==> config.mk <==
export PLATFORM = sky130hd
export DESIGN_NAME = trailer_inject
export DESIGN_NICKNAME = d
export VERILOG_FILES = /design/src/design/kvs_shell_pkg.sv /design/src/design/trailer_inject.sv
export SDC_FILE = /design/constraint.sdc
export NUM_CORES = 1
export LEC_CHECK = 0
export BUFFER_PORTS_ARGS = -buffer_cell sky130_fd_sc_hd__buf_2
export CAP_MARGIN = 40
export CORE_AREA = 2 2 102 104
export DETAILED_ROUTE_END_ITERATION = 8
export DIE_AREA = 0 0 104 106
export PLACE_DENSITY = 0.69
export SLEW_MARGIN = 15
export SYNTH_ARGS = -nofsm -noshare
export SYNTH_HDL_FRONTEND = slang
export SYNTH_SLANG_ARGS = --single-unit
==> constraint.sdc <==
create_clock -name aclk -period 5.55 [get_ports aclk]
set_clock_uncertainty 0.1 [all_clocks]
set_input_delay 1.11 -clock aclk [delete_from_list [all_inputs] [get_ports aclk]]
set_output_delay 1.11 -clock aclk [all_outputs]
set_load 0.01 [all_outputs]
==> src/design/kvs_shell_pkg.sv <==
//--------------------
// shared widths, listen-port range and beat structs of the key-value network shell
// imported by every module that carries network or application beats
//--------------------

package kvs_shell_pkg;

   // -------------------
   // widths
   // -------------------

   // one network beat of the TCP stream
   localparam int net_data_w = 64;

   // metadata travelling with each application response beat
   localparam int app_meta_w = 64;

   // session word handed to the engine, taken from the low bits of the beat meta
   localparam int tx_meta_w = 16;

   localparam int port_w = 16;

   // -------------------
   // listen-port range
   // -------------------

   // ports 2880 up to 2887 are opened after reset
   localparam logic [port_w-1:0] first_listen_port = 16'd2880;
   localparam int listen_port_count = 8;

   // -------------------
   // beat structs
   // -------------------

   // receive stream and transmit data beat, 65 bits
   typedef struct packed {
      logic                  last;
      logic [net_data_w-1:0] data;
   } net_beat_t;

   // response beat from the application, 129 bits
   typedef struct packed {
      logic                  last;
      logic [app_meta_w-1:0] meta;
      logic [net_data_w-1:0] data;
   } app_beat_t;

endpackage

==> src/design/trailer_inject.sv <==
//--------------------
// passes application response beats on and appends a one-beat trailer packet
// after every response packet, carrying the meta of its last beat
//--------------------
`timescale 1ns/1ps

module trailer_inject (
   input  logic                      aclk,
   input  logic                      aresetn,

   input  logic                      resp_valid,
   output logic                      resp_ready,
   input  kvs_shell_pkg::app_beat_t  resp_beat,

   output logic                      out_valid,
   input  logic                      out_ready,
   output kvs_shell_pkg::app_beat_t  out_beat
);

   import kvs_shell_pkg::*;

   logic                  trailer_pending;
   logic [app_meta_w-1:0] trailer_meta;
   app_beat_t             trailer_beat;

   assign trailer_beat.last = 1'b1;
   assign trailer_beat.meta = trailer_meta;
   assign trailer_beat.data = '0;

   // -------------------
   // output mux
   // -------------------

   // the trailer wins, the application is held off until it is accepted
   assign out_valid  = trailer_pending | resp_valid;
   assign out_beat   = trailer_pending ? trailer_beat : resp_beat;
   assign resp_ready = out_ready & ~trailer_pending;

   // -------------------
   // trailer state
   // -------------------

   always_ff @(posedge aclk) begin
      if (!aresetn) begin
         trailer_pending <= 1'b0;
      end else begin
         if (trailer_pending && out_ready) begin
            trailer_pending <= 1'b0;
         end
         // resp_ready is low while pending, so this cannot collide with the clear
         if (resp_valid && resp_ready && resp_beat.last) begin
            trailer_pending <= 1'b1;
         end
      end
   end

   always_ff @(posedge aclk) begin
      if (resp_valid && resp_ready && resp_beat.last) begin
         trailer_meta <= resp_beat.meta;
      end
   end

endmodule

### After elaboration in Yosys (flattened, before gate mapping)

Cells that the tools add are included.
Widths: inputs -> output; s select.

* mux-type cells: 3
* bitwise operators: 3
* reductions and logical operators: 4

Operators by type and width (number)
* $mux 129: 1
* $logic_and 1x1->1: 3
* $mux 1: 2
* $reduce_bool 2->1: 1
* $and 1x1->1: 1
* $not 1->1: 1
* $or 1x1->1: 1

* register bits after elaboration: 65
* bits of input ports: 133
* output and inout bits: 131
* logic and storage cells: 12

### Longest topological paths before layout

Gate-level depths: netlist of the first run.

* depth after elaboration: 5
* mapped depth: 4
* gate-level depth less buffers: 2

### Least setup slack after synthesis of the first run

OpenSTA, ideal clock, no wires.

* path type: input to register
* start point: in resp_beat[128] (netlist bit)
* end point: reg trailer_meta[0] (enable)
* setup time: 0.418 ns
* data arrival time: 2.482 ns
* data required time: 5.032 ns
* setup slack: 2.550 ns
* stages: 2
* buffers on the path: 0
* cells stage by stage: nand4b_1 inv_1

* word-level cells in the longest chain between the ends: 1

RTL lines
* from (decl): RTL line trailer_inject.sv:13 `input kvs_shell_pkg::app_beat_t resp_beat,`
* $logic_and 1x1->1: RTL line trailer_inject.sv:58 `if (resp_valid && resp_ready && resp_beat.last) begin`
* to (signal assigned): RTL line trailer_inject.sv:59 `trailer_meta <= resp_beat.meta;`
* to (decl): RTL line trailer_inject.sv:23 `logic [app_meta_w-1:0] trailer_meta;`

Every way passes these cells.
A chain may end at the register's enable or synchronous reset.

==> impl_results.md, run 1 <==
- Setup violators final: 0
- # IOs: ~260
- First-pass GRT wire length: approximately 15000 microns
- CP Max Fanout: 67
- Sw Share: 24.2%
- P&R area growth vs syn: 49.6%
- Status: completed
- Cell Int Power: around 0.92 mW
- Maximum vdd drop: 0.0959 mV
- TritonCTS buffer count: 9
- Vias in the first global route: approximately 2800
- RePlAce Congestion: 0.851
- # hold bufs at CTS: 0
- CTS Buffer Depth: 2
- Terminus of the critical flop-to-flop path: trailer_meta[32]
- Initial antenna violation count: 2
- Placed Instances: 601
- Slowest CP cell: dfxtp_4
- Comb power frac: a little under a fifth
- Cts repair resizes: 0
- Initial core utilization: 32.3%
- Synth cell types: 14
- Hold Path Depth: 2
- Port Buffers: between 200 and 300
- Die W: approximately 100 microns
- Max-cap violations: 0
- Final Hold Violating Endpoints: 0
- CTS sink cnt: 65
- Nets@finish: 609
- WHS Endpoint: trailer_pending
- Routed Antenna Nets: 0
- Fmax achieved: 274 MHz
- FF+latch count, synth: between 60 and 70
- Syn Inst Count: between 200 and 250
- Sw Pwr: 0.294 mW
- Avg Cell Area, Syn: 15.0 sq um
- RSZ-0062 raised after global routing: no
- Worst Tran Pin Value: between 700 and 800 ps
- Tmin final: around 3600 ps
- Root Driver: clkbuf_8
- CP Capture Type: primary output
- DP HPWL: 7570 microns
- Initial DRT Pass Iterations: 4
- CP peak stage delay: about 840 ps
- Total grt overflow: 0
- DRC Markers: 0
- Hold Path Origin: trailer_pending
- FF-to-FF path depth: 4
- Worst R2R Setup Slack: 2790 ps
- DR vias/cell: between 4 and 5
- Required @ worst endpoint: 4340 ps
- HP Class: reg -> reg
- CP Cell Sequence: buf_4 > mux2_2 > buf_2
- Mapped Nets: 348
- Fin. max-slew vios: 0
- Share of layout cells above drive strength 1: 71.9%
- # fillers: about 950
- Critical path startpoint category: flop
- Post-synthesis sequential area ratio: about three fifths
- Power share of the clock group: 35.5%
- Post-Syn Area: 0.00323 sq mm
- Flop pwr share: between 40% and 50%
- Post-route clock period utilization: 65.8%
- Pwr/cell area: about 250 mW/mm^2
- Row count: 37
- CTS tree: yes
- H-tree Lvls: 3
- Core Box Area: between 0.009 and 0.01 sq mm
- Non-filler instance count after layout: 619
- Via count: 2712
- Pin count of the biggest net entering global routing: about 70
- Starting DRT DRC Count: between 70 and 80
- Slew HR: slightly below 50%
- Arr. time, crit path: 2440 ps
- Clk pin slew, worst setup/hold paths: 60 ps
- Routed wire length: 9640 microns
- YS warnings: 0
- Worst r2r src: trailer_pending
- Post-CTS setup buffer count: 0
- Kind of critical path: reg -> out
- Overall routing resource usage: 17.2%
- DIE AREA: 0.0110 sq mm
- Static leakage: between 2 and 2.5 nW
- Setup TNS: 0 ps
- Clock Latency Late Sink: 330 ps
- Drt wl/cell: approximately 16 microns
- Die height: 106 microns
==> kinds of logic after synthesis <==
| group | synth area share (%) |
|---|---|
| simple gates | 13.4 |
| flops | 60.0 |
| mux | 22.6 |
| buf+inv | 3.67 |
| compound gates | 0.232 |
==> state kept, by name (all words and copies together), names as in the netlist <==
name,count
trailer_pending,1
trailer_meta,64
==> worst max-delay path, delay by kind of cell, from the launching register on <==
family	cells	cell delay, ps
buf+inv	2	820
flops	1	840
mux	1	410
==> placed cells by master (no fill, tap or decap) <==
cell type	n
diode_2	2
clkinv_1	1
mux2_4	3
clkinv_4	1
bufinv_16	2
nand4b_1	1
or2_1	1
buf_4	2
clkbuf_1	1
nand2b_1	1
dfxtp_4	1
nor2b_1	65
or2_2	1
inv_2	1
clkinv_2	2
a21boi_0	1
buf_2	263
mux2_2	61
edfxtp_1	64
clkbuf_8	9
==> how the worst max path moves through the flow <==
stage,start,endpoint,cells past startpoint
2_1_floorplan,resp_beat[128],trailer_meta[0],2
3_5_place_dp,trailer_pending,out_beat[93],3
6_report,trailer_pending,out_beat[93],3
5_1_grt,trailer_pending,out_beat[110],3
3_3_place_gp,trailer_pending,out_beat[101],3
4_1_cts,trailer_pending,out_beat[93],3
==> per-layer routing <==
metal / part of all wire (%) / global-route usage (%)
met1: 41 / 19.7
met2: 49 / 29.2
met3: 8.0 / 5.64
met4: 2.1 / 7.92
met5: 0 / 0
==> synthesized netlist by cell type <==
| master | number | area (sq um) |
|---|---|---|
| dfxtp_1 | 1 | 20.0 |
| nor2b_1 | 65 | 407 |
| buf_4 | 6 | 45.0 |
| mux2_4 | 3 | 45.0 |
| inv_1 | 1 | 3.75 |
| buf_6 | 4 | 45.0 |
| mux2_2 | 61 | 687 |
| a21boi_0 | 1 | 7.51 |
| buf_2 | 5 | 25.0 |
| nand4b_1 | 1 | 8.76 |
| nand2b_1 | 1 | 6.26 |
| or2_1 | 1 | 6.26 |
| edfxtp_1 | 64 | 1920 |
| or2_2 | 1 | 6.26 |
==> cell type report <==
cell class	count	area (sq um)	area share, %
tap	136	170	3.52
antenna	2	5.00	0.103
clock buffer	10	128	2.64
timing repair buffer	265	1330	27.5
clock inverter	6	82.6	1.71
sequential	65	1950	40.2
inverter	1	3.75	0.0776
multi-input combinational	134	1170	24.3
==> power groups by stage <==
| stage | logic, mW | registers, mW | clock network [mW] |
|---|---|---|---|
| 2_1_floorplan | 0.113 | 0.569 | 0 |
| 3_3_place_gp | 0.220 | 0.575 | 0 |
| 3_5_place_dp | 0.222 | 0.576 | 0 |
| 4_1_cts | 0.224 | 0.565 | 0.450 |
| 5_1_grt | 0.241 | 0.566 | 0.470 |
| 6_report | 0.221 | 0.565 | 0.432 |
==> stage by stage <==
step	hold WS, ps	total power [mW]	instance area, sq um	util, %	worst slack (ps)
floorplan	600	0.683	3230	-	2550
global placement	717	0.795	4620	46.2	2340
detailed placement	740	0.798	4620	46.2	2240
CTS	754	1.24	4830	48.3	1850
global route	804	1.28	4840	48.4	1730
finish	747	1.22	4840	48.4	1900
Power figures use the tool's default switching activity.
==> inputs of run 2 (changes only) <==
ABC_AREA = 1   (was unset)
CORE_AREA = 2 2 103 105   (was 2 2 102 104)
DIE_AREA = 0 0 105 107   (was 0 0 104 106)
clock period = 3.6 ns   (was 5.55 ns; I/O delays follow)
==> run 2 against run 1 <==
Via count increased by 27%. Sequential power increased by 53%. Power increased by 48%. Worst setup slack got worse by 920 ps. Flip-flop and latch count unchanged. Hold slack got worse by 270 ps. Non-clock buffer count increased by 2. Clock-buffer cell count increased by 1. Area after synthesis increased by 3.0%. Clock power increased by 34%. Final area increased by 1.7%. First-iteration DRC count increased to 2.7 times the previous value. Largest cell class unchanged.
==> impl_results.md, run 2 <==
- Max-cap violations: 0 (unchanged)
- Cts repair resizes: 0 (unchanged)
- Multi-input logic area: 993 sq um (-15%)
- Root Driver: clkbuf_8
- Maximum vdd drop: 0.202 mV (+110%)
- Post-synth top area share: 57.7% (-1.7 points)
- Worst Tran Pin Value: 646 ps (-129 ps)
- First-pass GRT wire length: 15400 microns (+5.9%)
- Synth Area in Adders: 0% (unchanged)
- Slowest CP cell: dfxtp_4
- Routed wire length: 10300 microns (+6.7%)
- H-tree Lvls: 3 (unchanged)
- Fmax achieved: 382 MHz
- Slew HR: 56.8% (+8.5 points)
- Most used cell, CP: nand2_1
- DRC Markers: 0 (unchanged)
- Synth cell types: 12 (-2)
- P&R area growth vs syn: 47.7%
- Initial core utilization: 33.0% (+0.66 points)
- Top cells by area, synth: edfxtp_1 (58%), nand2_1 (22%), inv_1 (7.7%)
- Clk pin slew, worst setup/hold paths: 70 ps (about the same)
- CP peak stage delay: 600 ps (-240 ps)
- Tmin final: 2620 ps
- CTS sink cnt: 65 (unchanged)
- Most common cell after layout, fill and taps aside: buf_2
- Simple-Gate Fraction of Synth Area: 29.7% (+16 points)
- Vias in the first global route: 3203 (+16%)
- Pwr/cell area: 367 mW/mm^2 (+46%)
- Initial DRT Pass Iterations: 4 (unchanged)
- Pin count of the biggest net entering global routing: 53 (-22%)
- # hold bufs at CTS: 0 (unchanged)
- FF-to-FF path depth: 4 (unchanged)
- DP HPWL: 8210 microns (+8.4%)
- Overall routing resource usage: 17.3% (+0.13 points)
- Via count: 3433 (+27%)
- Critical path startpoint category: flop
- Most frequent cells in the layout: buf_2 (263), nand2_1 (195), inv_1 (67)
- Commonest cells in the netlist: nand2_1 (195), inv_1 (68), nor2_1 (65)
- TritonCTS buffer count: 9 (unchanged)
- Port Buffers: 263 (unchanged)
- Core Box Area: 0.0101 sq mm (+0.93%)
- Die W: 105 microns (+0.96%)
- Status: completed
- Sequential Area: 0.00195 sq mm (unchanged)
- Total grt overflow: 0 (unchanged)
- Kind of critical path: reg -> out
- DIE AREA: 0.0112 sq mm (+1.9%)
- Terminus of the critical flop-to-flop path: trailer_meta[43]
- Drt wl/cell: 12.6 microns (-19%)
- Biggest register: trailer_meta
- Post-synthesis compound-gate area fraction: 0.150% (-0.082 points)
- Post-route cell area: 0.00492 sq mm (+1.7%)
- Post-synthesis mux area share: 0% (-23 points)
- Top-count cell post-synth: nand2_1
- Hold Path Depth: 1 (-1)
- Nets@finish: 808 (+33%)
- Post-Synth XOR/XNOR Area: 0% (unchanged)
- HP Class: in -> reg
- Routed Antenna Nets: 0 (unchanged)
- WHS Endpoint: trailer_meta[25]
- Clock Latency Late Sink: 330 ps (about the same)
- CP Capture Type: primary output
- CP Cell Sequence: buf_4 > nand2_1 > nand2_1 > buf_2
- Top flop regs: trailer_meta x64, trailer_pending x1
- Number of synthesized flops with an enable pin: 64 (unchanged)
- Max FFs per register: 64 (unchanged)
- CTS Buffer Depth: 2 (unchanged)
- Mapped Nets: 551 (+58%)
- # IOs: 264 (unchanged)
- Setup TNS: 0 ps (unchanged)
- Initial antenna violation count: 1 (-1)
- RePlAce Congestion: 0.943 (+11%)
- Final Hold Violating Endpoints: 0 (unchanged)
- CTS tree: yes
- Share of layout cells above drive strength 1: 41.6% (-30 points)
- Worst R2R Setup Slack: 1600 ps (-1190 ps)
- Avg Cell Area, Syn: 7.97 sq um (-47%)
- Post-CTS setup buffer count: 0 (unchanged)
- CP Max Fanout: 52 (-22%)
- RSZ-0062 raised after global routing: no
- Combinational family with the most area after synthesis: simple AND/OR/NAND/NOR gates
- Main flop type after synthesis: edfxtp_1
- Post-synthesis sequential area ratio: 58.3% (-1.7 points)
- Area after DPL: 0.00474 sq mm (+2.5%)
- Syn Inst Count: 418 (+94%)
- Setup violators final: 0 (unchanged)
- Yosys top cell by area: edfxtp_1
- Worst r2r src: trailer_pending
- Final Util: 48.8% (+0.36 points)
- Fin. max-slew vios: 0 (unchanged)
- FF+latch count, synth: 65 (unchanged)
- # fillers: 1048 (+9.9%)
- YS warnings: 0 (unchanged)
- Post-synth ARST share: 0% (unchanged)
- Row count: 37 (unchanged)
- Post-route clock period utilization: 72.7%
- DR vias/cell: 4.20 (-4.1%)
- Post-Syn Area: 0.00333 sq mm (+3.0%)
- Starting DRT DRC Count: 199 (+170%)
- Die height: 107 microns (+0.94%)
- Static leakage: 2.84 nW (+30%)
- Required @ worst endpoint: 2780 ps (-1560 ps)
- Hold Path Origin: resp_beat[89]
- Arr. time, crit path: 1800 ps (-640 ps)
-- run 2: cells by family after synthesis --
logic type,count (synthesis)
DFF,65
and+or+nand+nor,262
buffers and inverters,90
AOI/OAI and AO/OA,1
-- run 2: worst max path at each step --
stage | start | to | slack (ps) | cells past startpoint
floorplan | out_ready | trailer_meta[0] | 770 | 4
global placement | trailer_pending | out_beat[113] | 1160 | 4
detailed placement | out_ready | trailer_meta[39] | 1270 | 6
CTS | trailer_pending | out_beat[101] | 950 | 4
global route | trailer_pending | out_beat[65] | 810 | 4
finish | trailer_pending | out_beat[104] | 980 | 4
-- run 2: report_power, final --
group | internal (mW) | total, mW | switching (mW) | leakage [nW]
Combinational | 0.159 | 0.360 | 0.202 | 2.15
Sequential | 0.857 | 0.866 | 0.00949 | 0.596
Clock | 0.314 | 0.578 | 0.264 | 0.0922
-- run 2: layout make-up --
| class | count | share of cell area (%) |
|---|---|---|
| clock buffer | 11 | 2.67 |
| multi-input combinational | 263 | 20.2 |
| clock inverter | 5 | 0.966 |
| sequential | 65 | 39.5 |
| tap | 136 | 3.46 |
| timing repair buffer | 267 | 27.9 |
| inverter | 69 | 5.26 |
| antenna | 1 | 0.0509 |
-- run 2: worst max-delay path, delay by kind of cell (launching register included) --
kind / cells / cell delay, ps
buffers and inverters: 2 / 630
flip-flops: 1 / 600
AND/OR/NAND/NOR: 2 / 210
-- run 2: layer usage --
layer / vias to the layer above / part of all wire, % / GRT usage (%)
met1: 1512 / 39 / 20.7
met5: - / 0 / 0
met3: 13 / 7.3 / 4.50
met4: 0 / 1.7 / 5.81
met2: 157 / 52 / 30.2
li1: 1751 / - / -
-- run 2: through the flow --
stage	hold slack [ps]	power, mW	std cells	setup WS [ps]
finish	476	1.80	817	983
global route	445	1.90	817	809
CTS	449	1.83	816	955
detailed placement	567	1.25	800	1270
global placement	554	1.24	799	1160
floorplan	558	1.05	418	770
==> inputs of run 3 (changes only) <==
PLACE_DENSITY = 0.72   (was 0.69)
clock period = 2.4 ns   (was 3.6 ns; I/O delays follow)
==> run 3 against run 2 <==
Flip-flop and latch count unchanged. Cell count down 0.12%. Final area up 0.13%. Critical path depth up 1. Critical endpoint is now out_beat[73]. Highest routed layer unchanged.
==> impl_results.md, run 3 (same netlist as run 2, synthesis figures left out) <==
- Pin count of the biggest net entering global routing: 91 (+72%)
- Arr. time, crit path: 1580 ps (-220 ps)
- P&R area growth vs syn: 47.9%
- Most frequent cells in the layout: buf_2 (263), nand2_1 (195), inv_1 (67)
- Worst path bufs/invs: 3 (+1)
- Final WS setup: 239 ps (-745 ps)
- CP peak stage delay: 360 ps (-240 ps)
- Critical path startpoint category: flop
- Post-route clock period utilization: 90.0%
- CP Cell Sequence: inv_2 > buf_12 > nand2_1 > nand2_1 > buf_2
- # fillers: 1017 (-3.0%)
- RePlAce Congestion: 0.875 (-7.3%)
- Initial core utilization: 33.0% (unchanged)
- Post-CTS setup buffer count: 0 (unchanged)
- Setup violators final: 0 (unchanged)
- DR vias/cell: 4.28 (+1.8%)
- First-pass GRT wire length: 15700 microns (+1.7%)
- Slowest CP cell: dfxtp_4
- Starting DRT DRC Count: 246 (+24%)
- H-tree Lvls: 3 (unchanged)
- Biggest register: trailer_meta
- Overall routing resource usage: 17.5% (+0.23 points)
- Row count: 37 (unchanged)
- HP Class: in -> reg
- Total grt overflow: 0 (unchanged)
- Pre-CTS worst setup slack: 570 ps (-699 ps)
- Pwr/cell area: 537 mW/mm^2 (+46%)
- Total design power: 2.65 mW (+47%)
- Share of layout cells above drive strength 1: 42.1% (+0.44 points)
- Clk pin slew, worst setup/hold paths: 80 ps (about the same)
- CTS tree: yes
- Port Buffers: 263 (unchanged)
- Max FFs per register: 64 (unchanged)
- Most common cell after layout, fill and taps aside: buf_2
- Routed wire length: 10400 microns (+1.5%)
- Required @ worst endpoint: 1820 ps (-960 ps)
- CTS sink cnt: 65 (unchanged)
- Core Box Area: 0.0101 sq mm (unchanged)
- CP Capture Type: primary output
- DIE AREA: 0.0112 sq mm (unchanged)
- CP Max Fanout: 41 (-21%)
- Routed Antenna Nets: 0 (unchanged)
- Initial DRT Pass Iterations: 5 (+1)
- Fin. max-slew vios: 0 (unchanged)
- Max-cap violations: 0 (unchanged)
- Initial antenna violation count: 0 (-1)
- Tmin final: approximately 2200 ps
- Cts repair resizes: 0 (unchanged)
- Most used cell, CP: nand2_1
- DRC Markers: 0 (unchanged)
- Die height: 107 microns (unchanged)
- Crit-path leading delay family: buffers and inverters
- CTS Buffer Depth: 2 (unchanged)
- Vias in the first global route: 3233 (+0.94%)
- RSZ-0062 raised after global routing: no
- Via count: 3489 (+1.6%)
- DP HPWL: 8180 microns (-0.27%)
- Worst Tran Pin Value: 436 ps (-211 ps)
- Maximum vdd drop: 0.296 mV (+47%)
- Kind of critical path: reg -> out
- # hold bufs at CTS: 0 (unchanged)
- Setup TNS: 0 ps (unchanged)
- Nets@finish: 808 (unchanged)
- Ant diodes: 0 (-1)
- Static leakage: 2.82 nW (-0.75%)
- Final Hold Violating Endpoints: 0 (unchanged)
- Fmax achieved: 463 MHz
- Top flop regs: trailer_meta x64, trailer_pending x1
- # IOs: 264 (unchanged)
- TritonCTS buffer count: 9 (unchanged)
- Status: completed
- Slew HR: 70.9% (+14 points)
- Die W: 105 microns (unchanged)
- Drt wl/cell: 12.8 microns (+1.6%)
- Root Driver: clkbuf_8
- Clock Latency Late Sink: 330 ps (about the same)
run 3: cell types whose count changed in the layout (fill, tap and decap cells not counted), sizes merged:
cell      delta
clkbuf       -2
clkinv       -1
clkinvlp     +5
inv          -1
diode        -1
bufinv       -1
run 3: metal layers:
layer  up-vias  routed length, microns  global-route usage [%]  share of wire (%)
met5         -                       0                       0                  0
met3         8                     706                    4.62                6.8
met2       163                    5470                    31.8                 52
li1       1749                       -                       -                  -
met1      1569                    4150                    20.4                 40
met4         0                     116                    4.76                1.1
run 3: path summary, 6_finish.rpt:
check                        from                to  slack (ps)  cells past startpoint
setup reg to reg  trailer_pending  trailer_meta[29]         600                      5
hold reg to reg   trailer_pending   trailer_pending         670                      3
hold / removal      resp_beat[98]  trailer_meta[34]         240                      1
setup / recovery  trailer_pending      out_beat[73]         240                      5
run 3: where the power goes:
| group | total (mW) | switching, mW | internal (mW) | leakage, nW |
|---|---|---|---|---|
| Sequential | 1.29 | 0.00869 | 1.28 | 0.596 |
| Clock | 0.804 | 0.434 | 0.370 | 0.0749 |
| Combinational | 0.549 | 0.308 | 0.240 | 2.15 |
| Total | 2.65 | 0.751 | 1.89 | 2.82 |
run 3: stage by stage:
step	instances	hold WS (ps)	area (sq um)	utilization, %
after floorplan	418	479	3330	-
after global placement	800	571	4760	47.1
after detailed placement	800	573	4760	47.1
after CTS	816	213	4930	48.8
after global routing	816	209	4930	48.8
final	816	235	4930	48.8
run 3: cell type report:
type                       count  area [sq um]  share of cell area, %
inverter                      69           263                   5.33
tap                          136           170                   3.45
clock buffer                   9           124                   2.51
timing repair buffer         267          1380                   28.1
sequential                    65          1950                   39.5
multi-input combinational    263           993                   20.2
clock inverter                 7          47.5                  0.965
